File: src/logic/imul_pkg.sv
package imul_pkg;

  // datapath widths
  localparam int xlen   = 64;
  localparam int prod_w = 2 * xlen;
  localparam int flag_w = 4;

  // flag vector bit positions
  localparam int flag_ovf  = 3;
  localparam int flag_sign = 2;
  localparam int flag_zero = 1;
  localparam int flag_par  = 0;

  // radix-4 booth on a 65-bit multiplier gives 33 digits,
  // plus one row that collects the negation bits
  localparam int booth_pp = (xlen + 2) / 2;
  localparam int pp_rows  = booth_pp + 1;

  // 3:2 levels to bring 34 rows down to two
  localparam int csa_levels = 8;

  typedef enum logic [2:0] {
    mul64     = 3'd0,
    imul64    = 3'd1,
    lmul64    = 3'd2,
    limul64   = 3'd3,
    mul32     = 3'd4,
    imul32    = 3'd5,
    mul32_64  = 3'd6,
    imul32_64 = 3'd7
  } op_t;

  // decoded control that rides along the pipe
  typedef struct packed {
    logic a_signed;
    logic b_signed;
    // operands come from the low 32 bits
    logic short_src;
    // take the high half of the product
    logic upper;
    // low 32 bits of the product, zero-extended
    logic narrow_res;
  } mul_ctl_t;

endpackage

File: src/logic/imul_ctl_if.sv
`timescale 1ns/1ps

// valid strobe plus decoded control for one pipeline stage
interface imul_ctl_if;
  import imul_pkg::*;

  logic     valid;
  mul_ctl_t mode;

  // stage that registers and drives the control
  modport src (
    output valid,
    output mode
  );

  // stage that consumes it
  modport dst (
    input valid,
    input mode
  );

endinterface

File: src/logic/imul_flags.sv
`timescale 1ns/1ps

module imul_flags (
  input  logic                         clk,
  input  logic                         rst,
  input  logic                         clk_en,
  input  logic [imul_pkg::prod_w-1:0]  prod,
  imul_ctl_if.dst                      ctl,
  output logic                         out_valid,
  output logic [imul_pkg::xlen-1:0]    result,
  output logic [imul_pkg::flag_w-1:0]  flags
);
  import imul_pkg::*;

  localparam int half = xlen / 2;

  logic [xlen-1:0]   res_c;
  logic [flag_w-1:0] flags_c;
  logic              ovf_c;

  // result view
  always_comb begin
    if (ctl.mode.narrow_res) begin
      res_c = {{half{1'b0}}, prod[half-1:0]};
    end else if (ctl.mode.upper) begin
      res_c = prod[prod_w-1:xlen];
    end else begin
      res_c = prod[xlen-1:0];
    end
  end

  // overflow only for the truncating views
  always_comb begin
    if (ctl.mode.narrow_res) begin
      ovf_c = prod[xlen-1:half] != {half{ctl.mode.a_signed & prod[half-1]}};
    end else if (ctl.mode.upper || ctl.mode.short_src) begin
      ovf_c = 1'b0;
    end else begin
      ovf_c = prod[prod_w-1:xlen] != {xlen{ctl.mode.a_signed & prod[xlen-1]}};
    end
  end

  always_comb begin
    flags_c            = '0;
    flags_c[flag_ovf]  = ovf_c;
    flags_c[flag_sign] = ctl.mode.narrow_res ? res_c[half-1] : res_c[xlen-1];
    flags_c[flag_zero] = ~|res_c;
    // even parity over the low byte
    flags_c[flag_par]  = ~^res_c[7:0];
  end

  always_ff @(posedge clk) begin
    if (rst) begin
      out_valid <= 1'b0;
    end else if (clk_en) begin
      out_valid <= ctl.valid;
    end
  end

  always_ff @(posedge clk) begin
    if (clk_en) begin
      result <= res_c;
      flags  <= flags_c;
    end
  end

endmodule

File: src/flat_wrapper.sv
// flat-port wrapper written by rule: the top's interface ports become plain ports
module imul_flags_flat import imul_pkg::*;
  (clk, rst, clk_en, prod, out_valid, result, flags, ctl_valid, ctl_mode);
  imul_ctl_if ctl_i ();
  input  logic clk;
  input  logic rst;
  input  logic clk_en;
  input  logic [imul_pkg::prod_w-1:0] prod;
  output logic out_valid;
  output logic [imul_pkg::xlen-1:0] result;
  output logic [imul_pkg::flag_w-1:0] flags;
  input wire logic [$bits(ctl_i.valid)-1:0] ctl_valid;
  input wire logic [$bits(ctl_i.mode)-1:0] ctl_mode;
  assign ctl_i.valid = ctl_valid;
  assign ctl_i.mode = ctl_mode;
  imul_flags u_core (.clk(clk), .rst(rst), .clk_en(clk_en), .prod(prod), .ctl(ctl_i), .out_valid(out_valid), .result(result), .flags(flags));
endmodule
File: config.mk
export PLATFORM = sky130hd
export DESIGN_NAME = imul_flags_flat
export DESIGN_NICKNAME = d
export VERILOG_FILES = /design/src/logic/imul_pkg.sv /design/src/logic/imul_ctl_if.sv /design/src/logic/imul_flags.sv /design/src/flat_wrapper.sv
export SDC_FILE = /design/constraint.sdc
export NUM_CORES = 1
export LEC_CHECK = 0
export BUFFER_PORTS_ARGS = -buffer_cell sky130_fd_sc_hd__buf_2
export CORE_MARGIN = 5
export CORE_UTILIZATION = 41
export CTS_CLUSTER_SIZE = 40
export DETAILED_ROUTE_END_ITERATION = 12
export GPL_ROUTABILITY_DRIVEN = 0
export PLACE_DENSITY = 0.78
export RECOVER_POWER = 50
export SLEW_MARGIN = 20
export SYNTH_ARGS = -nofsm -noshare
export SYNTH_HDL_FRONTEND = slang
export SYNTH_SLANG_ARGS = --single-unit
File: constraint.sdc
create_clock -name clk -period 2.8 [get_ports clk]
set_clock_uncertainty 0.1 [all_clocks]
set_input_delay 0.84 -clock clk [delete_from_list [all_inputs] [get_ports clk]]
set_output_delay 0.84 -clock clk [all_outputs]
set_load 0.01 [all_outputs]
### Word level (Yosys, flattened, before mapping)

Index checks and enable logic that the tools add are counted.

| storage, ports and cells | value |
|---|---|
| word-level logic and storage cells | 16 |
| bits in latches | 0 |
| input port bits | 137 |
| bits in read-only memories | 0 |
| memories | 0 |
| RAM bits | 0 |
| bits in registers | 69 |

| operators by class | value |
|---|---|
| eq/ne operators | 2 |
| bitwise gates (word level) | 2 |
| $add $sub $neg | 0 |
| order comparisons | 0 |
| multiply operators | 0 |
| divide/modulo/power cells | 0 |
| muxes and demuxes | 5 |
| shift operators | 0 |
| reduce and logical (&&, ||, !) cells | 4 |

Operators by type and width:

| operator | count |
|---|---|
| $mux 64 | 2 |
| $ne 64x64->1 | 1 |
| $reduce_or 64->1 | 1 |
| $ne 32x32->1 | 1 |
| $reduce_xnor 8->1 | 1 |
| $mux 1 | 3 |
| $and 1x1->1 | 2 |
| $logic_not 1->1 | 1 |
| $logic_or 1x1->1 | 1 |

### Logic depth before layout (Yosys ltp)

| depth | value |
|---|---|
| word-level depth | 4 |
| depth in mapped cells | 10 |

### Worst setup path before layout

Ideal clock, no wire load.

| timing | value |
|---|---|
| path kind | input port to flip-flop |
| start | in ctl_mode[1] |
| end | reg u_core.flags[1] in the netlist's numbering, data pin |
| data required time | 2.543 ns |
| data arrival time | 2.748 ns |
| stages | 10 |
| slack | -0.205 ns |
| buffers on the path | 3 |
| library setup time | 0.157 ns |
| cells stage by stage | buf_2 -> nor2b_1 -> clkbuf_1 -> buf_1 -> mux2i_1 -> ha_1 -> nand4_1 -> nor4_1 -> o2111ai_1 -> nor3_1 |

| on the way | value |
|---|---|
| word-level cells in the longest chain between the ends | 4 |

RTL lines:

| item | RTL line | source |
|---|---|---|
| start, declared | flat_wrapper.sv:13 | `input wire logic [$bits(ctl_i.mode)-1:0] ctl_mode;` |
| $mux 64 | imul_flags.sv:25 | `end else if (ctl.mode.upper) begin` |
| $mux 64 | imul_flags.sv:23 | `if (ctl.mode.narrow_res) begin` |
| $reduce_or 64->1 | imul_flags.sv:47 | `flags_c[flag_zero] = ~\|res_c;` |
| $logic_not 1->1 | imul_flags.sv:47 |  |
| via u_core.flags_c[1] | imul_flags.sv:18 | `logic [flag_w-1:0] flags_c;` |
| end signal, assigned | imul_flags.sv:63 | `flags <= flags_c;` |
| end, declared | imul_flags.sv:11 | `output logic [imul_pkg::flag_w-1:0] flags` |

The timed path passes the listed nets, and every way through them passes these cells.
A chain may end at the register's enable or synchronous reset.

### Worst setup path in the final report

| timing | value |
|---|---|
| start | in prod[55] in the netlist's numbering |
| end | reg u_core.flags[3] in the netlist's numbering, data pin |

| on the way | value |
|---|---|
| word-level cells in the longest chain between the ends | 2 |

RTL lines:

| item | RTL line | source |
|---|---|---|
| start, declared | flat_wrapper.sv:8 | `input logic [imul_pkg::prod_w-1:0] prod;` |
| $ne 32x32->1 | imul_flags.sv:35 | `ovf_c = prod[xlen-1:half] != {half{ctl.mode.a_signed & prod[half-1]}};` |
| $mux 1 | imul_flags.sv:34 | `if (ctl.mode.narrow_res) begin` |
| via u_core.flags_c[3] | imul_flags.sv:18 |  |

The timed path passes the listed nets, and every way through them passes these cells.

==> metrics.yaml <==
status: "complete, but fails checks"
violations: "capacitance limit, slew limit"
cts_buffers: 9
path_class: "in -> reg"
r2r-start: "u_core.out_valid"
grt_pass1_vias: 3967
hold_class: "reg -> reg"
rrSetupSlack_ns: 2.09
crit_arrival_ns: 2.52
muxShareOfSynthArea_pct: 10.9
endpoint_kind: "register"
crit_chain: "buf_2 > or4_1 > or4_1 > a2111oi_2 > a41oi_1 > nand2_1 > o41ai_1"
fin_total_pwr_uw: 2690
power.density_nw_per_um2: 518
slew_viol_final: 70
cts_setup_buffers: 0
endpoint: "u_core.flags[3]"
die_area_sq_um: 11200
synth_flop_cell: "edfxtp_1"
wl_per_cell_microns: 18.8
antenna_found_initial: 1
rsz0062_at_grt: "false"
fillers: 841
synth_xor_xnor_area_share_pct: 0.700
htreeDepth: 3
postSynth.asyncResetShare_pct: 0
synth_cell_types: 28
ff_latch_area_sq_um: 2060
nets: 725
cp.required_ns: 2.77
syn-cell-area_sq_um: 3750
relSlewSlack_pct: -21.5
io_buffers: 204
yosysSeqAreaShare_pct: 55.0
syn_inst: 366
worstSkewPairLatency_ns: 0.34
synthAdderAreaFrac_pct: 1.33
place_hpwl_microns: 10300
most-common-layout-cells: "buf_2 (194), nand2_1 (80), edfxtp_1 (68), nor2_1 (46), mux2i_1 (41)"
via_count: 3822
postCtsResizedCells: 0
max_stage_delay_ns: 0.57
synth_fp_nets: 507
syn_avg_cell_area_sq_um: 10.2
synth_edf_count: 68
rows: 35
fmax_ghz: 0.393
cts_hold_buf: 0
tightestPinTransition_ns: 1.82
cts_tree: "done"
die_h_microns: 106
hold_viol_final: 0
grt_max_degree: 70
drive_gt1_share_pct: 38.5
worstRegToRegCells: 2
grt_pass1_wl_microns: 20400
final_common_cell: "buf_2"
path_clk_slew_ns: 0.08
drt_pass1_iterations: 5
dieWidth_microns: 106
cp_max_fo: 2
layout_min_cycle_time_ns: 2.54
synth-seq-cells: 69
final_cells: 700
cp_top_family: "simple AND/OR/NAND/NOR gates"
cts-root-buf: "clkbuf_8"
start_util_pct: 41.4
synth_top_family_by_area: "simple AND/OR/NAND/NOR gates"
cp_common_cell: "or4_1"
vias_per_cell: 5.46
drtIter0Drc: 238
startpoint_type: "primary input"
r2r_end: "u_core.out_valid"
synth_warnings: 0
area_growth_pct: 38.5
cp_num_buf_inv: 1
ctsLongestPathBuffers: 2
overflow: 0
placed_cells: 684
finalSetupViolations: 0
routed_wl_microns: 13100
crit_path_start: "prod[55]"
clock-sinks: 69
multi_input_area_sq_um: 1590
grt_usage_pct: 23.2
core_area_sq_um: 9060
cp_slowest_cell: "or4_1"
drc: 0
p_leak_uw: 0.00231
cp_num_cells: 7
ant_nets: 0
maxCapViolCount: 1
synthSimpleGateAreaFrac_pct: 25.5
period_share_pct: 90.8
vdd_drop_max_mv: 0.275
fin_setup_tns_ns: 0
ioPinCount: 206
synth_compound_area_share_pct: 3.97
antennaDiodeCount: 0
-- how the worst min path moves through the flow --
stage / from / endpoint / slack, ns / depth (start not counted)
global route: u_core.out_valid / u_core.out_valid / 0.47 / 2
detailed placement: u_core.out_valid / u_core.out_valid / 0.40 / 2
floorplan: u_core.out_valid / u_core.out_valid / 0.43 / 2
finish: u_core.out_valid / u_core.out_valid / 0.42 / 2
CTS: u_core.out_valid / u_core.out_valid / 0.42 / 2
global placement: u_core.out_valid / u_core.out_valid / 0.37 / 2
-- registers in the layout, indices dropped and copies added (netlist names) --
| register | flops |
|---|---|
| u_core.result | 64 |
| u_core.flags | 4 |
| u_core.out_valid | 1 |
-- layer usage --
| layer | vias to the layer above | global-route usage, % | share of wire, % |
|---|---|---|---|
| met5 | - | 0 | 0.099 |
| met4 | 2 | 8.05 | 1.5 |
| met3 | 16 | 5.70 | 8.1 |
| met2 | 178 | 39.1 | 50 |
| met1 | 1808 | 29.2 | 41 |
| li1 | 1818 | - | - |
-- where the power goes --
group / internal [uW] / switching (uW) / total [uW]
logic: 222 / 308 / 530
registers: 1250 / 22.3 / 1270
clock network: 502 / 388 / 890
-- cells by family (layout without fill, tap and decap cells) --
group | after synthesis | count (layout)
and+or+nand+nor | 203 | 203
DFF | 69 | 69
muxes | 41 | 41
buffers and inverters | 25 | 248
AOI/OAI and AO/OA | 21 | 21
adders and majority gates | 4 | 4
xor gates and xnor gates | 3 | 3
-- stage by stage --
step                      util, %  hold slack, ns  setup WS [ns]  area [sq um]
after CTS                    57.6           0.421          0.283          5220
after global routing         57.3           0.474          0.131          5190
after detailed placement     55.3           0.402        -0.0634          5020
final                        57.3           0.422          0.257          5190
after floorplan                 -           0.428        0.00858          3750
after global placement       55.3           0.370        -0.0564          5020
-- Yosys cell counts (2+ instances only) --
library cell	instances	share of area [%]
a41oi_1	2	0.47
nor2_1	46	4.6
nor4_1	24	4.0
buf_1	4	0.40
clkbuf_1	8	0.80
o32ai_1	3	0.70
a21oi_1	5	0.67
o21ai_0	3	0.40
nor3_1	9	1.2
ha_1	4	1.3
nand3_1	2	0.27
nand4_1	26	4.3
or3_1	4	0.67
edfxtp_1	68	54
nand2_1	80	8.0
mux2i_1	41	11
buf_2	4	0.53
inv_1	9	0.90
or4_1	10	2.0
xnor2_1	3	0.70
a31oi_1	4	0.67
-- layout make-up --
class / instances / share of cell area (%)
flip-flops and latches: 69 / 39.7
inverters: 9 / 0.650
repair buffers: 223 / 22.4
multi-input cells: 272 / 30.6
clock buffers: 12 / 2.60
well taps: 111 / 2.67
clock inverters: 4 / 1.40
-- worst register-to-register path, cell delays in order (launching register included) --
cell	delay [ns]
dfxtp_1	0.34
mux2i_1	0.07
nor2_1	0.15
Power figures use the tool's default switching activity.
