===== config.mk =====
export PLATFORM = sky130hd
export DESIGN_NAME = imul_decode_flat
export DESIGN_NICKNAME = d
export VERILOG_FILES = /design/src/logic/imul_pkg.sv /design/src/logic/imul_ctl_if.sv /design/src/logic/imul_decode.sv /design/src/flat_wrapper.sv
export SDC_FILE = /design/constraint.sdc
export NUM_CORES = 1
export LEC_CHECK = 0
export ABC_CLOCK_PERIOD_IN_PS = 900
export BUFFER_PORTS_ARGS = -buffer_cell sky130_fd_sc_hd__buf_2
export CAP_MARGIN = 20
export CORE_AREA = 5 5 42 44
export CTS_BUF_LIST = sky130_fd_sc_hd__clkbuf_4 sky130_fd_sc_hd__clkbuf_8 sky130_fd_sc_hd__clkbuf_16
export DETAILED_ROUTE_END_ITERATION = 6
export DIE_AREA = 0 0 47 49
export PLACE_DENSITY = 0.41
export SLEW_MARGIN = 10
export SYNTH_ARGS = -nofsm -noshare
export SYNTH_HDL_FRONTEND = slang
export SYNTH_SLANG_ARGS = --single-unit
export TNS_END_PERCENT = 50

===== constraint.sdc =====
create_clock -name clk -period 0.9 [get_ports clk]
set_input_delay 0.09 -clock clk [delete_from_list [all_inputs] [get_ports clk]]
set_output_delay 0.09 -clock clk [all_outputs]
set_load 0.005 [all_outputs]

===== src/logic/imul_pkg.sv =====
package imul_pkg;

  // datapath widths
  localparam int xlen   = 64;
  localparam int prod_w = 2 * xlen;
  localparam int flag_w = 4;

  // flag vector bit positions
  localparam int flag_ovf  = 3;
  localparam int flag_sign = 2;
  localparam int flag_zero = 1;
  localparam int flag_par  = 0;

  // radix-4 booth on a 65-bit multiplier gives 33 digits,
  // plus one row that collects the negation bits
  localparam int booth_pp = (xlen + 2) / 2;
  localparam int pp_rows  = booth_pp + 1;

  // 3:2 levels to bring 34 rows down to two
  localparam int csa_levels = 8;

  typedef enum logic [2:0] {
    mul64     = 3'd0,
    imul64    = 3'd1,
    lmul64    = 3'd2,
    limul64   = 3'd3,
    mul32     = 3'd4,
    imul32    = 3'd5,
    mul32_64  = 3'd6,
    imul32_64 = 3'd7
  } op_t;

  // decoded control that rides along the pipe
  typedef struct packed {
    logic a_signed;
    logic b_signed;
    // operands come from the low 32 bits
    logic short_src;
    // take the high half of the product
    logic upper;
    // low 32 bits of the product, zero-extended
    logic narrow_res;
  } mul_ctl_t;

endpackage


===== src/logic/imul_ctl_if.sv =====
`timescale 1ns/1ps

// valid strobe plus decoded control for one pipeline stage
interface imul_ctl_if;
  import imul_pkg::*;

  logic     valid;
  mul_ctl_t mode;

  // stage that registers and drives the control
  modport src (
    output valid,
    output mode
  );

  // stage that consumes it
  modport dst (
    input valid,
    input mode
  );

endinterface


===== src/logic/imul_decode.sv =====
`timescale 1ns/1ps

module imul_decode (
  input  logic                clk,
  input  logic                rst,
  input  logic                clk_en,
  input  logic                in_valid,
  input  imul_pkg::op_t       op,
  output imul_pkg::mul_ctl_t  ctl_next,
  imul_ctl_if.src             ctl
);
  import imul_pkg::*;

  // combinational decode, also feeds the booth stage directly
  always_comb begin
    ctl_next = '0;
    case (op)
      mul64: ctl_next = '0;
      imul64: begin
        ctl_next.a_signed = 1'b1;
        ctl_next.b_signed = 1'b1;
      end
      lmul64: ctl_next.upper = 1'b1;
      limul64: begin
        ctl_next.a_signed = 1'b1;
        ctl_next.b_signed = 1'b1;
        ctl_next.upper    = 1'b1;
      end
      mul32: begin
        ctl_next.short_src  = 1'b1;
        ctl_next.narrow_res = 1'b1;
      end
      imul32: begin
        ctl_next.a_signed   = 1'b1;
        ctl_next.b_signed   = 1'b1;
        ctl_next.short_src  = 1'b1;
        ctl_next.narrow_res = 1'b1;
      end
      mul32_64: ctl_next.short_src = 1'b1;
      imul32_64: begin
        ctl_next.a_signed  = 1'b1;
        ctl_next.b_signed  = 1'b1;
        ctl_next.short_src = 1'b1;
      end
      default: ctl_next = '0;
    endcase
  end

  // stage 1 control register
  always_ff @(posedge clk) begin
    if (rst) begin
      ctl.valid <= 1'b0;
    end else if (clk_en) begin
      ctl.valid <= in_valid;
    end
  end

  always_ff @(posedge clk) begin
    if (clk_en) begin
      ctl.mode <= ctl_next;
    end
  end

endmodule


===== src/flat_wrapper.sv =====
// flat-port wrapper written by rule: the top's interface ports become plain ports
module imul_decode_flat import imul_pkg::*;
  (clk, rst, clk_en, in_valid, op, ctl_next, ctl_valid, ctl_mode);
  imul_ctl_if ctl_i ();
  input  logic clk;
  input  logic rst;
  input  logic clk_en;
  input  logic in_valid;
  input  imul_pkg::op_t op;
  output imul_pkg::mul_ctl_t ctl_next;
  output wire logic [$bits(ctl_i.valid)-1:0] ctl_valid;
  output wire logic [$bits(ctl_i.mode)-1:0] ctl_mode;
  assign ctl_valid = ctl_i.valid;
  assign ctl_mode = ctl_i.mode;
  imul_decode u_core (.clk(clk), .rst(rst), .clk_en(clk_en), .in_valid(in_valid), .op(op), .ctl_next(ctl_next), .ctl(ctl_i));
endmodule

**Word-level counts from Yosys, hierarchy flattened**

Index checks and enable logic that the tools add are counted.

- Equality and inequality tests: 7
- Muxes and demuxes: 4
- Reductions and logical operators: 4

Operator list:

| kind | count |
|---|---|
| $eq A3 B3 Y1 const B | 4 |
| $reduce_or A4 Y1 | 2 |
| $eq A3 B2 Y1 const B | 2 |
| $reduce_or A2 Y1 | 2 |
| $eq A3 B1 Y1 const B | 1 |
| $mux W1 | 3 |
| $mux W2 | 1 |

- Bits in registers: 6
- Bits of input ports: 7
- Output and inout port bits: 11

**Depth between registers and ports, before layout**

Gate-level depths: netlist of the first run.

- Word-level depth: 3
- Depth in mapped cells: 2
- Depth with buffers taken out: 2

**Worst setup path before layout of the first run**

No wires, ideal clock.

- Path type: reg2out
- Start: register, netlist name u_core.ctl.mode[3]
- End: output port ctl_mode[4]
- Data arrival time: 526 ps
- Required time: 810 ps
- Slack: 284 ps
- Stages on the path, launching flop included: 2
- Path through: edfxtp_1 -> buf_4

RTL lines:

| item | RTL line | RTL |
|---|---|---|
| to (decl) | flat_wrapper.sv:12 | `output wire logic [$bits(ctl_i.mode)-1:0] ctl_mode;` |

==> flow_metrics.env, run 1 <==
export IMPL_synth_cells=13
export IMPL_avgSynthCellArea_um2=14.5
export IMPL_final_cell_mix="buf_2 (17), clkbuf_4 (4), edfxtp_1 (4)"
export IMPL_antenna_left=0
export IMPL_cts_inserted_buffers=3
export IMPL_worst_path_max_delay_cell="edfxtp_1"
export IMPL_drt_drc_violations_left=0
export IMPL_setup_repair_after_global_routing_missed_its_margin="false"
export IMPL_diode_count=0
export IMPL_post_cts_repair_setup_buffers=0
export IMPL_via_count_of_the_first_global_routing_pass=184
export IMPL_fillers=161
export IMPL_worst_ep_arrival_time_ns=0.74
export IMPL_logic_gate_share_of_total_power_pct=10.6
export IMPL_fp_dieW_um=47
export IMPL_clock_insertion_delay_worst_skew_ns=0.24
export IMPL_peakVddDrop_mv=0.729
export IMPL_tns_ns=0
export IMPL_detailroute_via_count=166
export IMPL_relSlewSlack_pct=91.9
export IMPL_synth_top_family_by_area="buffers and inverters"
export IMPL_final_cell_area_um2=312
export IMPL_cts_tree="yes"
export IMPL_yosys_area_share_xor_xnor_pct=0
export IMPL_timing_critical_path_cells="buf_2"
export IMPL_timing_fmax_ghz=1.20
export IMPL_post_route_worst_setup_slack_ns=0.0689
export IMPL_cts_root_buffer_cell="clkbuf_4"
export IMPL_synthesized_area_fraction_occupied_by_ao_oa_aoi_and_oai_cells_pct=0
export IMPL_timing_worst_slew_pin_value_ns=0.119
export IMPL_detail_route_iter0_violations=1
export IMPL_multi_input_comb_area_um2=26.3
export IMPL_max_cap_violations=0
export IMPL_placement_setup_worst_slack_ns=0.297
export IMPL_setup_viol_count_final=0
export IMPL_grt_overflow_total=0
export IMPL_numPortBuffers=17
export IMPL_yosys_warnings=0
export IMPL_totalWireLength_um=483
export IMPL_cts_root_to_sink_buffers=2
export IMPL_fp_dieH_um=49
export IMPL_route_detailed_vias_per_inst=3.53
export IMPL_grt_antenna_before_repair=0
export IMPL_drt_pass1_iter_count=2
export IMPL_layout_cells_most_common="buf_2"
export IMPL_power_per_cell_area_nw_per_um2=2030
export IMPL_cp_data_required_time_ns=0.81
export IMPL_final_layout_size_suffix_gt1_share_pct=67.7
export IMPL_synth_net_count=20
export IMPL_synthesized_flop_and_latch_total=5
export IMPL_grt_start_max_net_pins=6
export IMPL_core_region_area_um2=1400
export IMPL_final_period_utilization_pct=92.3
export IMPL_synthMuxAreaShare_pct=5.30
export IMPL_synth_seq_area_share_pct=74.2
export IMPL_die_area_um2=2300
export IMPL_grt_first_pass_wirelength_um=786
export IMPL_area_sequential_um2=140
export IMPL_critical_path_buf_inv_count=1
export IMPL_core_rowCount=14
export IMPL_post_route_min_period_ns=0.831
export IMPL_clk_pin_slew_ns=0.04
export IMPL_synth_adder_area_share_pct=0
export IMPL_timing_max_transition_violations_final=0
export IMPL_gp_routability_congestion=0.710
export IMPL_synth_cell_type_count=7
export IMPL_timing_critical_path_from_type="register"
export IMPL_finalHoldViolCount=0
export IMPL_synthSimpleGateAreaFrac_pct=8.61
export IMPL_detailed_place_area_um2=272
export IMPL_worst_path_dominant_cell_family="flip-flops"
export IMPL_power_internal_mw=0.504
export IMPL_h_tree_depth=1
export IMPL_boundaryPins=18
export IMPL_syn_area_um2=189
export IMPL_worstSetupEndpointType="output port"
export IMPL_total_switching_power_mw=0.128
export IMPL_timing_critical_path_fanout_max=2
export IMPL_crit_path_largest_cell_delay_ns=0.37
export IMPL_p_seq_share_pct=43.4
export IMPL_status="completed"
export IMPL_finClkSkew_ns=0
export IMPL_cts_sink_count=5
export IMPL_switching_share_pct=20.2
export IMPL_static_leakage_power_nw=0.151
export IMPL_overall_global_routing_resource_usage_pct=5.38
export IMPL_wl_per_cell_um=10.3
export IMPL_worst_setup_path_type="reg2out"
export IMPL_min_delay_path_class="in2reg"
export IMPL_flow_area_growth_from_synthesis_pct=64.9
export IMPL_starting_density_of_the_core_pct=13.5
export IMPL_finish_net_count=39
export IMPL_power_frac_clock_pct=46.0
==> layout make-up <==
class / instances / share of cell area, %
Multi-Input combinational cell: 4 / 8.43
Sequential cell: 5 / 45.0
Tap cell: 16 / 6.43
Clock buffer: 4 / 9.64
Timing Repair Buffer: 18 / 30.5
==> cells by family after synthesis <==
logic type | after synthesis
and+or+nand+nor | 3
muxes | 1
buffers and inverters | 4
DFF | 5
==> cell usage after synthesis <==
master | number | share of area, %
clkbuf_1 | 2 | 4.0
nor2_1 | 1 | 2.0
mux2i_1 | 1 | 5.3
buf_4 | 2 | 7.9
dfxtp_1 | 1 | 11
nor2b_1 | 2 | 6.6
edfxtp_1 | 4 | 64
==> final timing paths <==
check	startpoint	to	slack, ns	cells past startpoint
worst max-delay path	u_core.ctl.mode[3]	ctl_mode[4]	0.07	1
worst min-delay path	op[0]	u_core.ctl.mode[3]	0.06	1
worst max register to register	u_core.ctl.valid	u_core.ctl.valid	0.32	2
worst min register to register	u_core.ctl.valid	u_core.ctl.valid	0.50	2
==> what timing repair did <==
item,in CTS,in global routing
endpoints found under the hold margin,1,0
resized for setup,0,0
hold buffers,1,0
==> flip-flops by register name, summed over array words and instances (netlist names) <==
register          cells
u_core.ctl.mode       4
u_core.ctl.valid      1
==> power groups by stage <==
stage / Sequential (mW) / Clock [mW] / Combinational (mW)
finish: 0.274 / 0.291 / 0.0671
global route: 0.276 / 0.323 / 0.0760
CTS: 0.275 / 0.301 / 0.0684
detailed placement: 0.279 / 0 / 0.0649
global placement: 0.278 / 0 / 0.0637
floorplan: 0.281 / 0 / 0.0223
==> layer usage <==
metal	GRT usage [%]	up-vias	wire length, um
met5	0	-	0
met4	2.76	0	0
met3	5.90	0	124
met2	7.01	20	172
met1	5.13	69	186
li1	-	77	-
==> stage by stage <==
stage               power (mW)  instances  utilization [%]  hold WS [ns]
floorplan                0.304         13                -         0.162
global placement         0.342         42             19.4         0.246
detailed placement       0.343         42             19.4         0.249
CTS                      0.644         47             22.2        0.0541
global route             0.675         47             22.2        0.0590
finish                   0.632         47             22.2        0.0577
Note: power is estimated with default switching activity, not from simulation.
==> run 2, diff against run 1 <==
==> constraint.sdc (replaced) <==
create_clock -name clk -period 0.9 [get_ports clk]
set_input_delay 0.09 -clock clk [delete_from_list [all_inputs] [get_ports clk]]
set_output_delay 0.09 -clock clk [all_outputs]
set_load 0.02 [all_outputs]
==> run 2 against run 1 <==
  * Critical path depth did not move
  * Design area rose by 2.0%
  * Non-clock buffer count unchanged
  * Final cell count unchanged
  * Critical endpoint is now ctl_mode[1]
  * Global-route usage down 0.21 points
==> flow_metrics.env, run 2 (synthesized netlist as in run 1, its figures left out) <==
export IMPL_post_route_min_period_ns=0.868
export IMPL_largest_register_by_flop_count="u_core.ctl.mode"
export IMPL_finish_net_count=39
export IMPL_worstReg2RegStart="u_core.ctl.valid"
export IMPL_fin_util_pct=22.7
export IMPL_min_delay_start="op[0]"
export IMPL_grt_start_max_net_pins=6
export IMPL_h_tree_depth=1
export IMPL_reg2regPathDepth=2
export IMPL_setup_slack_reg_to_reg_ns=0.32
export IMPL_route_detailed_vias_per_inst=3.43
export IMPL_timing_critical_path_from_type="register"
export IMPL_setup_viol_count_final=0
export IMPL_detail_route_iter0_violations=0
export IMPL_flow_area_growth_from_synthesis_pct=68.2
export IMPL_totalWireLength_um=495
export IMPL_r2r_end="u_core.ctl.valid"
export IMPL_fillers=162
export IMPL_largest_reg_flops=4
export IMPL_wl_per_cell_um=10.5
export IMPL_final_layout_size_suffix_gt1_share_pct=67.7
export IMPL_clock_insertion_delay_worst_skew_ns=0.24
export IMPL_crit_path_largest_cell_delay_ns=0.39
export IMPL_timing_critical_path_cells="buf_6"
export IMPL_worst_ep_arrival_time_ns=0.78
export IMPL_layout_cells_most_common="buf_2"
export IMPL_timing_worst_slew_pin_value_ns=0.118
export IMPL_diode_count=0
export IMPL_worst_path_dominant_cell_family="flip-flops"
export IMPL_cts_root_to_sink_buffers=2
export IMPL_final_cell_mix="buf_2 (16), clkbuf_4 (4), edfxtp_1 (4)"
export IMPL_cell_count_after_placement=42
export IMPL_cts_sink_count=5
export IMPL_gp_routability_congestion=0.707
export IMPL_finalHoldViolCount=0
export IMPL_relSlewSlack_pct=91.9
export IMPL_cts_inserted_buffers=3
export IMPL_drt_pass1_iter_count=1
export IMPL_die_area_um2=2300
export IMPL_core_region_area_um2=1400
export IMPL_max_cap_violations=0
export IMPL_min_to="u_core.ctl.mode[3]"
export IMPL_cp_data_required_time_ns=0.81
export IMPL_static_leakage_power_nw=0.154
export IMPL_grt_first_pass_wirelength_um=779
export IMPL_tns_ns=0
export IMPL_detailroute_via_count=161
export IMPL_numPortBuffers=17
export IMPL_worst_path_max_delay_cell="edfxtp_1"
export IMPL_worst_setup_path_type="reg2out"
export IMPL_overall_global_routing_resource_usage_pct=5.17
export IMPL_core_rowCount=14
export IMPL_timing_max_transition_violations_final=0
export IMPL_layout_top_registers="u_core.ctl.mode: 4 flops, u_core.ctl.valid: 1 flops"
export IMPL_cts_tree="yes"
export IMPL_status="completed"
export IMPL_peakVddDrop_mv=0.489
export IMPL_final_period_utilization_pct=96.5
export IMPL_starting_density_of_the_core_pct=13.5
export IMPL_dpl_hpwl_um=405
export IMPL_timing_fmax_ghz=1.15
export IMPL_critical_path_buf_inv_count=1
export IMPL_final_cell_area_um2=318
export IMPL_via_count_of_the_first_global_routing_pass=190
export IMPL_detailed_place_area_um2=272
export IMPL_fp_dieH_um=49
export IMPL_post_cts_repair_setup_buffers=0
export IMPL_setup_repair_after_global_routing_missed_its_margin="true"
export IMPL_timing_critical_path_fanout_max=1
export IMPL_power_per_cell_area_nw_per_um2=2110
export IMPL_grt_overflow_total=0
export IMPL_post_layout_nonfiller_instances=47
export IMPL_finClkSkew_ns=0
export IMPL_cts_root_buffer_cell="clkbuf_4"
export IMPL_boundaryPins=18
export IMPL_min_path_cells=1
export IMPL_fp_dieW_um=47
export IMPL_antenna_left=0
export IMPL_p_total_mw=0.669
export IMPL_worstSetupEndpointType="output port"
export IMPL_clk_pin_slew_ns=0.04
export IMPL_grt_antenna_before_repair=0
export IMPL_min_delay_path_class="in2reg"
export IMPL_drt_drc_violations_left=0
run 2: cell types whose count changed in the layout (fill, tap and decap cells not counted):
cell	change
buf_2	-1
buf_6	+1
run 2: where the power goes:
| group | switching (mW) | total, mW | internal, mW | leakage [nW] |
|---|---|---|---|---|
| registers | 0.00583 | 0.275 | 0.269 | 0.0471 |
| clock network | 0.0877 | 0.285 | 0.197 | 0.0184 |
| logic | 0.0670 | 0.109 | 0.0420 | 0.0880 |
| total | 0.161 | 0.669 | 0.509 | 0.154 |
run 2: repair_timing:
item                                   in CTS  in global routing
gates resized for setup                     0                  2
setup endpoints to repair                   0                  3
endpoints found under the hold margin       1                  0
hold buffers                                1                  0
run 2: layout make-up:
class,instances,area [um^2],area share [%]
clock buffers,4,30.0,9.45
multi-input cells,4,26.3,8.27
flip-flops and latches,5,140,44.1
well taps,16,20.0,6.30
repair buffers,18,101,31.9
run 2: worst max path at each step:
stage,from,cells after the start,end
2_1_floorplan,u_core.ctl.mode[3],1,ctl_mode[4]
3_3_place_gp,op[2],3,ctl_next[0]
3_5_place_dp,op[2],3,ctl_next[0]
4_1_cts,u_core.ctl.mode[1],1,ctl_mode[1]
5_1_grt,u_core.ctl.mode[3],1,ctl_mode[4]
6_report,u_core.ctl.mode[1],1,ctl_mode[1]
run 2: metal layers:
layer / wire, um / global-route usage (%) / part of all wire, %
met5: 0 / 0 / 0
met4: 0 / 5.53 / 0
met3: 107 / 3.69 / 22
met2: 178 / 6.33 / 36
met1: 208 / 5.15 / 42
run 2: per-stage QoR:
stage | setup WS, ns | hold slack [ns]
2_1_floorplan | 0.143 | 0.162
3_3_place_gp | 0.272 | 0.246
3_5_place_dp | 0.232 | 0.255
4_1_cts | 0.0137 | 0.0532
5_1_grt | -0.00891 | 0.0571
6_report | 0.0318 | 0.0597
