--- config.mk ---
export PLATFORM = sky130hd
export DESIGN_NAME = imul_final_add_flat
export DESIGN_NICKNAME = d
export VERILOG_FILES = /design/src/logic/imul_pkg.sv /design/src/logic/imul_ctl_if.sv /design/src/logic/imul_final_add.sv /design/src/flat_wrapper.sv
export SDC_FILE = /design/constraint.sdc
export NUM_CORES = 1
export LEC_CHECK = 0
export BUFFER_PORTS_ARGS = -buffer_cell sky130_fd_sc_hd__buf_2
export CORE_UTILIZATION = 45
export CTS_BUF_LIST = sky130_fd_sc_hd__clkbuf_4 sky130_fd_sc_hd__clkbuf_8 sky130_fd_sc_hd__clkbuf_16
export CTS_CLUSTER_DIAMETER = 200
export DETAILED_ROUTE_END_ITERATION = 6
export PLACE_DENSITY = 0.7
export SLEW_MARGIN = 20
export SYNTH_ARGS = -nofsm -noshare
export SYNTH_HDL_FRONTEND = slang
export SYNTH_SLANG_ARGS = --single-unit
--- constraint.sdc ---
create_clock -name clk -period 3.6 [get_ports clk]
set_input_delay 0.36 -clock clk [delete_from_list [all_inputs] [get_ports clk]]
set_output_delay 0.36 -clock clk [all_outputs]
set_load 0.1 [all_outputs]
--- src/logic/imul_pkg.sv ---
package imul_pkg;

  // datapath widths
  localparam int xlen   = 64;
  localparam int prod_w = 2 * xlen;
  localparam int flag_w = 4;

  // flag vector bit positions
  localparam int flag_ovf  = 3;
  localparam int flag_sign = 2;
  localparam int flag_zero = 1;
  localparam int flag_par  = 0;

  // radix-4 booth on a 65-bit multiplier gives 33 digits,
  // plus one row that collects the negation bits
  localparam int booth_pp = (xlen + 2) / 2;
  localparam int pp_rows  = booth_pp + 1;

  // 3:2 levels to bring 34 rows down to two
  localparam int csa_levels = 8;

  typedef enum logic [2:0] {
    mul64     = 3'd0,
    imul64    = 3'd1,
    lmul64    = 3'd2,
    limul64   = 3'd3,
    mul32     = 3'd4,
    imul32    = 3'd5,
    mul32_64  = 3'd6,
    imul32_64 = 3'd7
  } op_t;

  // decoded control that rides along the pipe
  typedef struct packed {
    logic a_signed;
    logic b_signed;
    // operands come from the low 32 bits
    logic short_src;
    // take the high half of the product
    logic upper;
    // low 32 bits of the product, zero-extended
    logic narrow_res;
  } mul_ctl_t;

endpackage

--- src/logic/imul_ctl_if.sv ---
`timescale 1ns/1ps

// valid strobe plus decoded control for one pipeline stage
interface imul_ctl_if;
  import imul_pkg::*;

  logic     valid;
  mul_ctl_t mode;

  // stage that registers and drives the control
  modport src (
    output valid,
    output mode
  );

  // stage that consumes it
  modport dst (
    input valid,
    input mode
  );

endinterface

--- src/logic/imul_final_add.sv ---
`timescale 1ns/1ps

module imul_final_add (
  input  logic                         clk,
  input  logic                         rst,
  input  logic                         clk_en,
  input  logic [imul_pkg::prod_w-1:0]  sum,
  input  logic [imul_pkg::prod_w-1:0]  carry,
  imul_ctl_if.dst                      ctl_in,
  imul_ctl_if.src                      ctl_out,
  output logic [imul_pkg::prod_w-1:0]  prod
);

  // stage 2 valid
  always_ff @(posedge clk) begin
    if (rst) begin
      ctl_out.valid <= 1'b0;
    end else if (clk_en) begin
      ctl_out.valid <= ctl_in.valid;
    end
  end

  // carry-propagate add modulo 2^128
  always_ff @(posedge clk) begin
    if (clk_en) begin
      ctl_out.mode <= ctl_in.mode;
      prod         <= sum + carry;
    end
  end

endmodule

--- src/flat_wrapper.sv ---
// flat-port wrapper written by rule: the top's interface ports become plain ports
module imul_final_add_flat 
  (clk, rst, clk_en, sum, carry, prod, ctl_in_valid, ctl_in_mode, ctl_out_valid, ctl_out_mode);
  imul_ctl_if ctl_in_i ();
  imul_ctl_if ctl_out_i ();
  input  logic clk;
  input  logic rst;
  input  logic clk_en;
  input  logic [imul_pkg::prod_w-1:0] sum;
  input  logic [imul_pkg::prod_w-1:0] carry;
  output logic [imul_pkg::prod_w-1:0] prod;
  input wire logic [$bits(ctl_in_i.valid)-1:0] ctl_in_valid;
  input wire logic [$bits(ctl_in_i.mode)-1:0] ctl_in_mode;
  output wire logic [$bits(ctl_out_i.valid)-1:0] ctl_out_valid;
  output wire logic [$bits(ctl_out_i.mode)-1:0] ctl_out_mode;
  assign ctl_in_i.valid = ctl_in_valid;
  assign ctl_in_i.mode = ctl_in_mode;
  assign ctl_out_valid = ctl_out_i.valid;
  assign ctl_out_mode = ctl_out_i.mode;
  imul_final_add u_core (.clk(clk), .rst(rst), .clk_en(clk_en), .sum(sum), .carry(carry), .ctl_in(ctl_in_i), .ctl_out(ctl_out_i), .prod(prod));
endmodule
After elaboration in Yosys (flattened, before gate mapping)
Cells that the tools add are included.
Widths: inputs -> output; s select.
{ "totals": {"inputBits": 265, "out_inout_bits": 134, "regBits": 134, "wordCells": 8} }
{ "classes": {"addsub": 1} }
{ "op_table": {"columns": ["operator", "n"], "rows": [
  ["$add 128x128->128", 1]
]} }

Logic depth before layout (Yosys ltp)
Gate-level depths: netlist (run 1).
{ "depth": {"depth_word": 1, "mapped_depth": 12} }

Worst setup path before layout (run 1)
No wires, ideal clock.
{ "synth_timing": {"path_kind": "in2reg", "startpoint": "in sum[0] (netlist bit)", "endpoint": "reg u_core.prod[110] (netlist bit) (data pin)", "path_stages": 12, "setup_time_ns": 0.264, "arrival_time_ns": 2.822, "slack_ns": 0.513, "required_ns": 3.336, "path_cell_list": "ha_1 > fa_1 > a21oi_1 > o211ai_1 > o211a_2 > and3_4 > a211oi_2 > nand2_2 > o211a_1 > a21bo_2 > a21oi_2 > xnor2_1"} }
{ "synth_via": {"elab_chain_cells": 1} }
{ "synth_lines": {"columns": ["element", "line", "rtl"], "rows": [
  ["start, declared", "flat_wrapper.sv:9", "input logic [imul_pkg::prod_w-1:0] sum;"],
  ["$add 128x128->128", "imul_final_add.sv:27", "prod <= sum + carry;"],
  ["end signal, assigned", "imul_final_add.sv:27", null],
  ["end, declared", "imul_final_add.sv:11", "output logic [imul_pkg::prod_w-1:0] prod"]
]} }
No other way between the ends.
A chain may end at the register's enable or synchronous reset.

Worst setup path after layout (run 1)
{ "layout_timing": {"startpoint": "in sum[12] (netlist bit)", "endpoint": "reg u_core.prod[107] (netlist bit) (data pin)"} }
The elaborated chain is that of the path after synthesis.

==> results.ini, run 1 <==
[status]
status = completed

[synth]
synth_edf_count = 133
async_reset_ff_share_pct = 0
netlist_top_cells_area = edfxtp_1 30%, ha_1 12%, a21oi_1 7.4%
synth_compound_area_share_pct = 26.3
postSynthAreaPerCell_um2 = 8.39
synth_seq_area_share_pct = 30.3
synth-xor-area-share_pct = 8.00
yosys-top-cells-count = 195 x a21oi_1, 142 x nand2_1, 136 x nor2_1
synthSimpleGateAreaFrac_pct = 19.5
yosys.area.top_type = edfxtp_1
ys_seq_elements = 134
synth_fa_ha_area_share_pct = 12.1
synth_ff_type = edfxtp_1
muxShareOfSynthArea_pct = 0.151
yosysMostFrequentCell = a21oi_1
syn_area_um2 = 13200
synth_top_family_by_area = compound AO/OA/AOI/OAI gates
yosysTopAreaCellShare_pct = 30.1
ys_warn_count = 0
synth_cells = 1580
syn_nets = 1973
synthDistinctLibCells = 81

[routing]
num_vias = 14826
first_pass_iters = 6
drt-total-wl_um = 52800
via_per_inst = 6.07
wire_per_inst_um = 21.6
drtIter0Drc = 1661
antenna_left = 0
drc = 0

[final_layout]
final_cells = 2444
multi_input_area_um2 = 8780
num-fill-cells = 2675
seqCellArea_um2 = 4010
area_growth_syn_to_layout_pct = 28.1
final_layout_size_suffix_gt1_share_pct = 28.7
layout.nets = 2440

[die]
row_count = 62
initial_core_util_pct = 45.9
dieArea_um2 = 30100
core_um2 = 28900
die_x_um = 174
num_io_pins = 399
die_h_um = 174

[sta]
max_freq_mhz = 285
setup_viol = 0
fin_crit_sh_pct = 97.4
min_period_ns = 3.51
hold_viol = 0
slew_headroom_pct = 44.5
fin_ws_ns = 0.0930
drv_slew = 0
fin_hold_ws_ns = 0.0672
tightest_slew_ns = 0.832
rsz0062_at_grt = yes
skew_ns = 0

[placed_design]
place.gp.congestion = 0.983
port_buffers = 398
dpl.cell_count = 2412
dp_hpwl_um = 43700
dp_slack_ns = -0.410

[global_route]
grtUsageTotal_pct = 34.3
antenna_found_initial = 1
grt_max_degree = 75
grt_pass1_wl_um = 79900
grt_pass1_vias = 13957
grt-ovfl-total = 0

[power_and_ir_drop]
internal_power_mw = 4.17
total_power_mw = 8.34
seqPwrFrac_pct = 25.7
clock_power_share_pct = 22.0
switchingPower_mw = 4.17
leakage_nw = 7.45
p_comb_share_pct = 52.3
powerDensity_nw_per_um2 = 491
irDropWorstVdd_uv = 338
switching_share_pct = 50.0

[worst_setup_path]
crit_path_max_incr_delay_ns = 0.56
crit_arrival_ns = 3.72
cp-end-kind = flip-flop
critPathKind = input pin to flip-flop
crit_fanout = 6
start_kind = input pin
reg2regPathDepth = 2
cp_data_required_time_ns = 3.82
cp_slowest_cell = a221oi_1
crit_chain = buf_2, ha_1, a21oi_1, o21ai_0, a221oi_1, nor4b_1, nor3_1, nor2_2, o21a_1, buf_4, nand2_1, a311oi_1

[clocking]
cts_root_buf = clkbuf_16
clkLatencyLatePin_ns = 0.44
numCtsBuffers = 17
htreeDepth = 4
clk_pin_slew_ns = 0.07
post_cts.repair.setup_buffers = 0
cts_num_sinks = 134
cts_tree = yes
clockBufferDepth = 2
cts.repair.resized = 0
cts_hold_buf = 0

[hold_path]
hp-class = input pin to flip-flop
hold-path-cell-count = 2

[flow_run]
maxCapViolCount = 0

[worst paths after layout]
path                   startpoint                   end  slack (ns)
max                       sum[12]      u_core.prod[107]        0.09
min reg2reg  u_core.ctl_out.valid  u_core.ctl_out.valid        0.50
min                           rst  u_core.ctl_out.valid        0.07
max reg2reg  u_core.ctl_out.valid  u_core.ctl_out.valid        3.01
[layer usage]
metal / track usage (%) / up-vias / share of wire [%]
li1: - / 6885 / -
met1: 47.1 / 6958 / 43
met2: 55.5 / 883 / 46
met3: 5.64 / 100 / 9.0
met4: 10.1 / 0 / 2.5
met5: 0 / - / 0
[state kept, by name (all words and copies together), names as in the netlist]
signal / flops
u_core.prod: 128
u_core.ctl_out.valid: 1
u_core.ctl_out.mode: 5
[stage by stage]
step	cell area, um2	setup TNS, ns	utilization [%]
final	17000	0	58.8
after global routing	17000	-0.0549	58.8
after detailed placement	16400	-2.61	56.7
after floorplan	13200	0	-
after CTS	17000	0	58.7
after global placement	16400	-2.96	56.7
[power by group through the flow]
stage                     combinational (mW)  clock (mW)  sequential (mW)
final                                   4.36        1.83             2.14
after global routing                    4.56        1.87             2.17
after CTS                               4.31        1.83             2.15
after detailed placement                4.29           0             2.17
after global placement                  4.28           0             2.17
after floorplan                         1.33           0             4.00
[placed cells by master, fill, tap and decap left out, types with 10 or more instances in the layout]
cell type  netlist  routed
nand2b_1        15      15
and3_1          17      17
nand4_1         72      72
buf_2           15     397
a31oi_1         15      15
o21ai_0        115     115
xnor2_1         82      82
nor2_1         136     136
nor4_1          20      19
xor2_1          39      39
o21bai_1        45      45
nand2_1        142     142
a21o_1          62      62
clkbuf_16        0      17
or3_1           15      15
ha_1           127     127
nor3_1          30      30
inv_1           39      39
o21a_1          25      25
a21oi_1        195     194
nand3_1         19      19
buf_4            0     127
edfxtp_1       133     133
a211oi_1        10      10
[cell type report]
class / instances / area share (%)
diodes: 1 / 0.0147
clock buffers: 17 / 2.51
clock inverters: 14 / 0.900
inverters: 39 / 0.863
multi-input cells: 1329 / 51.7
flip-flops and latches: 134 / 23.7
well taps: 384 / 2.83
repair buffers: 526 / 17.5
[cells by family after synthesis]
group,after synthesis
AOI/OAI and AO/OA,556
and+or+nand+nor,522
DFF,134
adders and majority gates,128
xor gates and xnor gates,121
buffers and inverters,117
muxes,2
[worst max-delay path: cells and delay by family]
family | cells | cell delay [ns]
compound gates | 5 | 1.74
simple gates | 4 | 1.00
fa+ha+maj | 1 | 0.37
buf+inv | 2 | 0.26
Power figures use the tool's default switching activity.
==> run 2: changes to the inputs <==
--- a/config.mk
+++ b/config.mk
@@ -6,11 +6,12 @@
 export NUM_CORES = 1
 export LEC_CHECK = 0
 export BUFFER_PORTS_ARGS = -buffer_cell sky130_fd_sc_hd__buf_2
-export CORE_UTILIZATION = 45
+export CORE_ASPECT_RATIO = 0.5
+export CORE_UTILIZATION = 54
 export CTS_BUF_LIST = sky130_fd_sc_hd__clkbuf_4 sky130_fd_sc_hd__clkbuf_8 sky130_fd_sc_hd__clkbuf_16
 export CTS_CLUSTER_DIAMETER = 200
 export DETAILED_ROUTE_END_ITERATION = 6
-export PLACE_DENSITY = 0.7
+export PLACE_DENSITY = 0.82
 export SLEW_MARGIN = 20
 export SYNTH_ARGS = -nofsm -noshare
 export SYNTH_HDL_FRONTEND = slang
==> results.ini, run 2 (same netlist as run 1, synthesis figures left out) <==
[status]
status = completed

[power_and_ir_drop]
p_comb_share_pct = 51.7  ; -0.6 points
leakage_nw = 7.56  ; +1.5%
irDropWorstVdd_uv = 385  ; +14%
internal_power_mw = 4.28  ; +2.7%
seqPwrFrac_pct = 25.7  ; about the same
switching_share_pct = 48.8  ; -1.2 points
switchingPower_mw = 4.09  ; -1.9%
powerDensity_nw_per_um2 = 491  ; -0.16%
clock_power_share_pct = 22.6  ; +0.6 points

[clocking]
clockBufferDepth = 2  ; unchanged
post_cts.repair.setup_buffers = 0  ; unchanged
cts_num_sinks = 134  ; unchanged
cts_tree = yes
cts.repair.resized = 0  ; unchanged
cts_hold_buf = 0  ; unchanged
htreeDepth = 4  ; unchanged
numCtsBuffers = 17  ; unchanged
cts_root_buf = clkbuf_16
clkLatencyLatePin_ns = 0.45  ; about the same
clk_pin_slew_ns = 0.06  ; about the same

[routing]
top_layer = met5
met1_length_um = 21000  ; -7.4%
drt-total-wl_um = 49500  ; -6.4%
route.met3.wl_um = 4870  ; +2.2%
routed-wl-met2_um = 22000  ; -8.6%
antenna_left = 0  ; unchanged
first_pass_iters = 6  ; unchanged
wire_per_inst_um = 20.6  ; -4.4%
drc = 0  ; unchanged
via_per_inst = 6.20  ; +2.2%
num_vias = 14846  ; +0.13%
drtIter0Drc = 1566  ; -5.7%

[sta]
rsz0062_at_grt = no
max_freq_mhz = 295  ; +3.5%
tightest_slew_ns = 0.714  ; -0.118 ns
min_period_ns = 3.39  ; -0.119 ns
timing.setup.tns_ns = 0  ; unchanged
fin_hold_ws_ns = 0.0634  ; -0.00374 ns
drv_slew = 0  ; unchanged
slew_headroom_pct = 52.1  ; +7.6 points
setup_viol = 0  ; unchanged
skew_ns = 0  ; unchanged
fin_crit_sh_pct = 94.1  ; -3.3 points
hold_viol = 0  ; unchanged

[global_route]
grtUsageTotal_pct = 38.7  ; +4.4 points
antenna_found_initial = 6  ; +5
grt_max_degree = 56  ; -25%
grt-ovfl-total = 0  ; unchanged
grt_pass1_wl_um = 75100  ; -6.0%
grt_pass1_vias = 13950  ; -0.050%

[flow_run]
maxCapViolCount = 0  ; unchanged

[worst_setup_path]
reg2regPathDepth = 2  ; unchanged
cp_data_required_time_ns = 3.81  ; about the same
crit_arrival_ns = 3.59  ; -0.13 ns
crit_fanout = 4  ; -2
cp-end-kind = flip-flop
critPathKind = input pin to flip-flop
r2r_setup_slack_ns = 3.01  ; about the same
start_kind = input pin

[placed_design]
port_buffers = 398  ; unchanged
dp_hpwl_um = 40800  ; -6.6%
place.gp.congestion = 1.02  ; +4.3%
dpl_cell_area_um2 = 16400  ; +0.37%

[die]
die_h_um = 113  ; -35%
initial_core_util_pct = 55.2  ; +9.2 points
core_um2 = 24000  ; -17%
num_io_pins = 399  ; unchanged
die_x_um = 224  ; +29%
row_count = 40  ; -35%
dieArea_um2 = 25200  ; -16%

[final_layout]
layout_common_cells = 397 x buf_2, 195 x a21oi_1, 144 x buf_4, 142 x nand2_1, 136 x nor2_1
final_common_cell = buf_2
reg_top3 = u_core.prod x128, u_core.ctl_out.mode x5, u_core.ctl_out.valid x1
final_layout_size_suffix_gt1_share_pct = 29.3  ; +0.60 points
num-fill-cells = 1968  ; -26%
top_register = u_core.prod
largest_reg_flops = 128  ; unchanged
area_growth_syn_to_layout_pct = 28.8
fin_area_um2 = 17100  ; +0.55%
layout.nets = 2458  ; +0.74%

[hold_path]
hp-class = input pin to flip-flop
hold-path-cell-count = 2  ; unchanged

[run 2: final timing paths]
| kind | start | to |
|---|---|---|
| max | sum[16] | u_core.prod[127] |
| min | rst | u_core.ctl_out.valid |
| max reg2reg | u_core.ctl_out.valid | u_core.ctl_out.valid |
| min reg2reg | u_core.ctl_out.valid | u_core.ctl_out.valid |
[run 2: through the flow]
| stage | power, mW | worst slack, ns | utilization (%) | cells |
|---|---|---|---|---|
| 2_1_floorplan | 5.33 | 0.513 | - | 1580 |
| 3_3_place_gp | 6.41 | -0.212 | 68.4 | 2361 |
| 3_5_place_dp | 6.43 | -0.231 | 68.4 | 2361 |
| 4_1_cts | 8.32 | 0.254 | 71.0 | 2393 |
| 5_1_grt | 8.65 | 0.0258 | 71.0 | 2393 |
| 6_report | 8.37 | 0.212 | 71.0 | 2395 |
[run 2: critical path: stages]
cell and delay (ns):
buf_2 0.10, ha_1 0.34, buf_4 0.16, a211oi_1 0.19, nor2_1 0.11, nor4b_1 0.16, a221oi_1 0.37, o221ai_1 0.26
o21ai_0 0.42, buf_4 0.19, and3_1 0.32, o21ai_0 0.15, buf_4 0.17, a31oi_1 0.19, xnor2_1 0.09
[run 2: cell type report]
| cell class | count | area, um2 | area share [%] |
|---|---|---|---|
| multi-input combinational | 1329 | 8770 | 51.4 |
| sequential | 134 | 4010 | 23.5 |
| timing repair buffer | 544 | 3120 | 18.3 |
| clock buffer | 19 | 447 | 2.62 |
| tap | 315 | 394 | 2.31 |
| clock inverter | 13 | 171 | 1.00 |
| inverter | 39 | 146 | 0.858 |
| antenna | 2 | 5.00 | 0.0293 |
[run 2: power by group through the flow]
stage / combinational, mW / clock [mW] / sequential [mW]
6_report: 4.33 / 1.89 / 2.15
5_1_grt: 4.52 / 1.96 / 2.17
4_1_cts: 4.28 / 1.89 / 2.15
3_5_place_dp: 4.25 / 0 / 2.18
3_3_place_gp: 4.24 / 0 / 2.18
2_1_floorplan: 1.33 / 0 / 4.00
[run 2: per-layer routing]
| layer | global-route usage [%] | vias to the layer above |
|---|---|---|
| li1 | - | 6942 |
| met1 | 51.5 | 7005 |
| met2 | 61.7 | 777 |
| met3 | 9.35 | 118 |
| met4 | 14.1 | 4 |
| met5 | 0 | - |
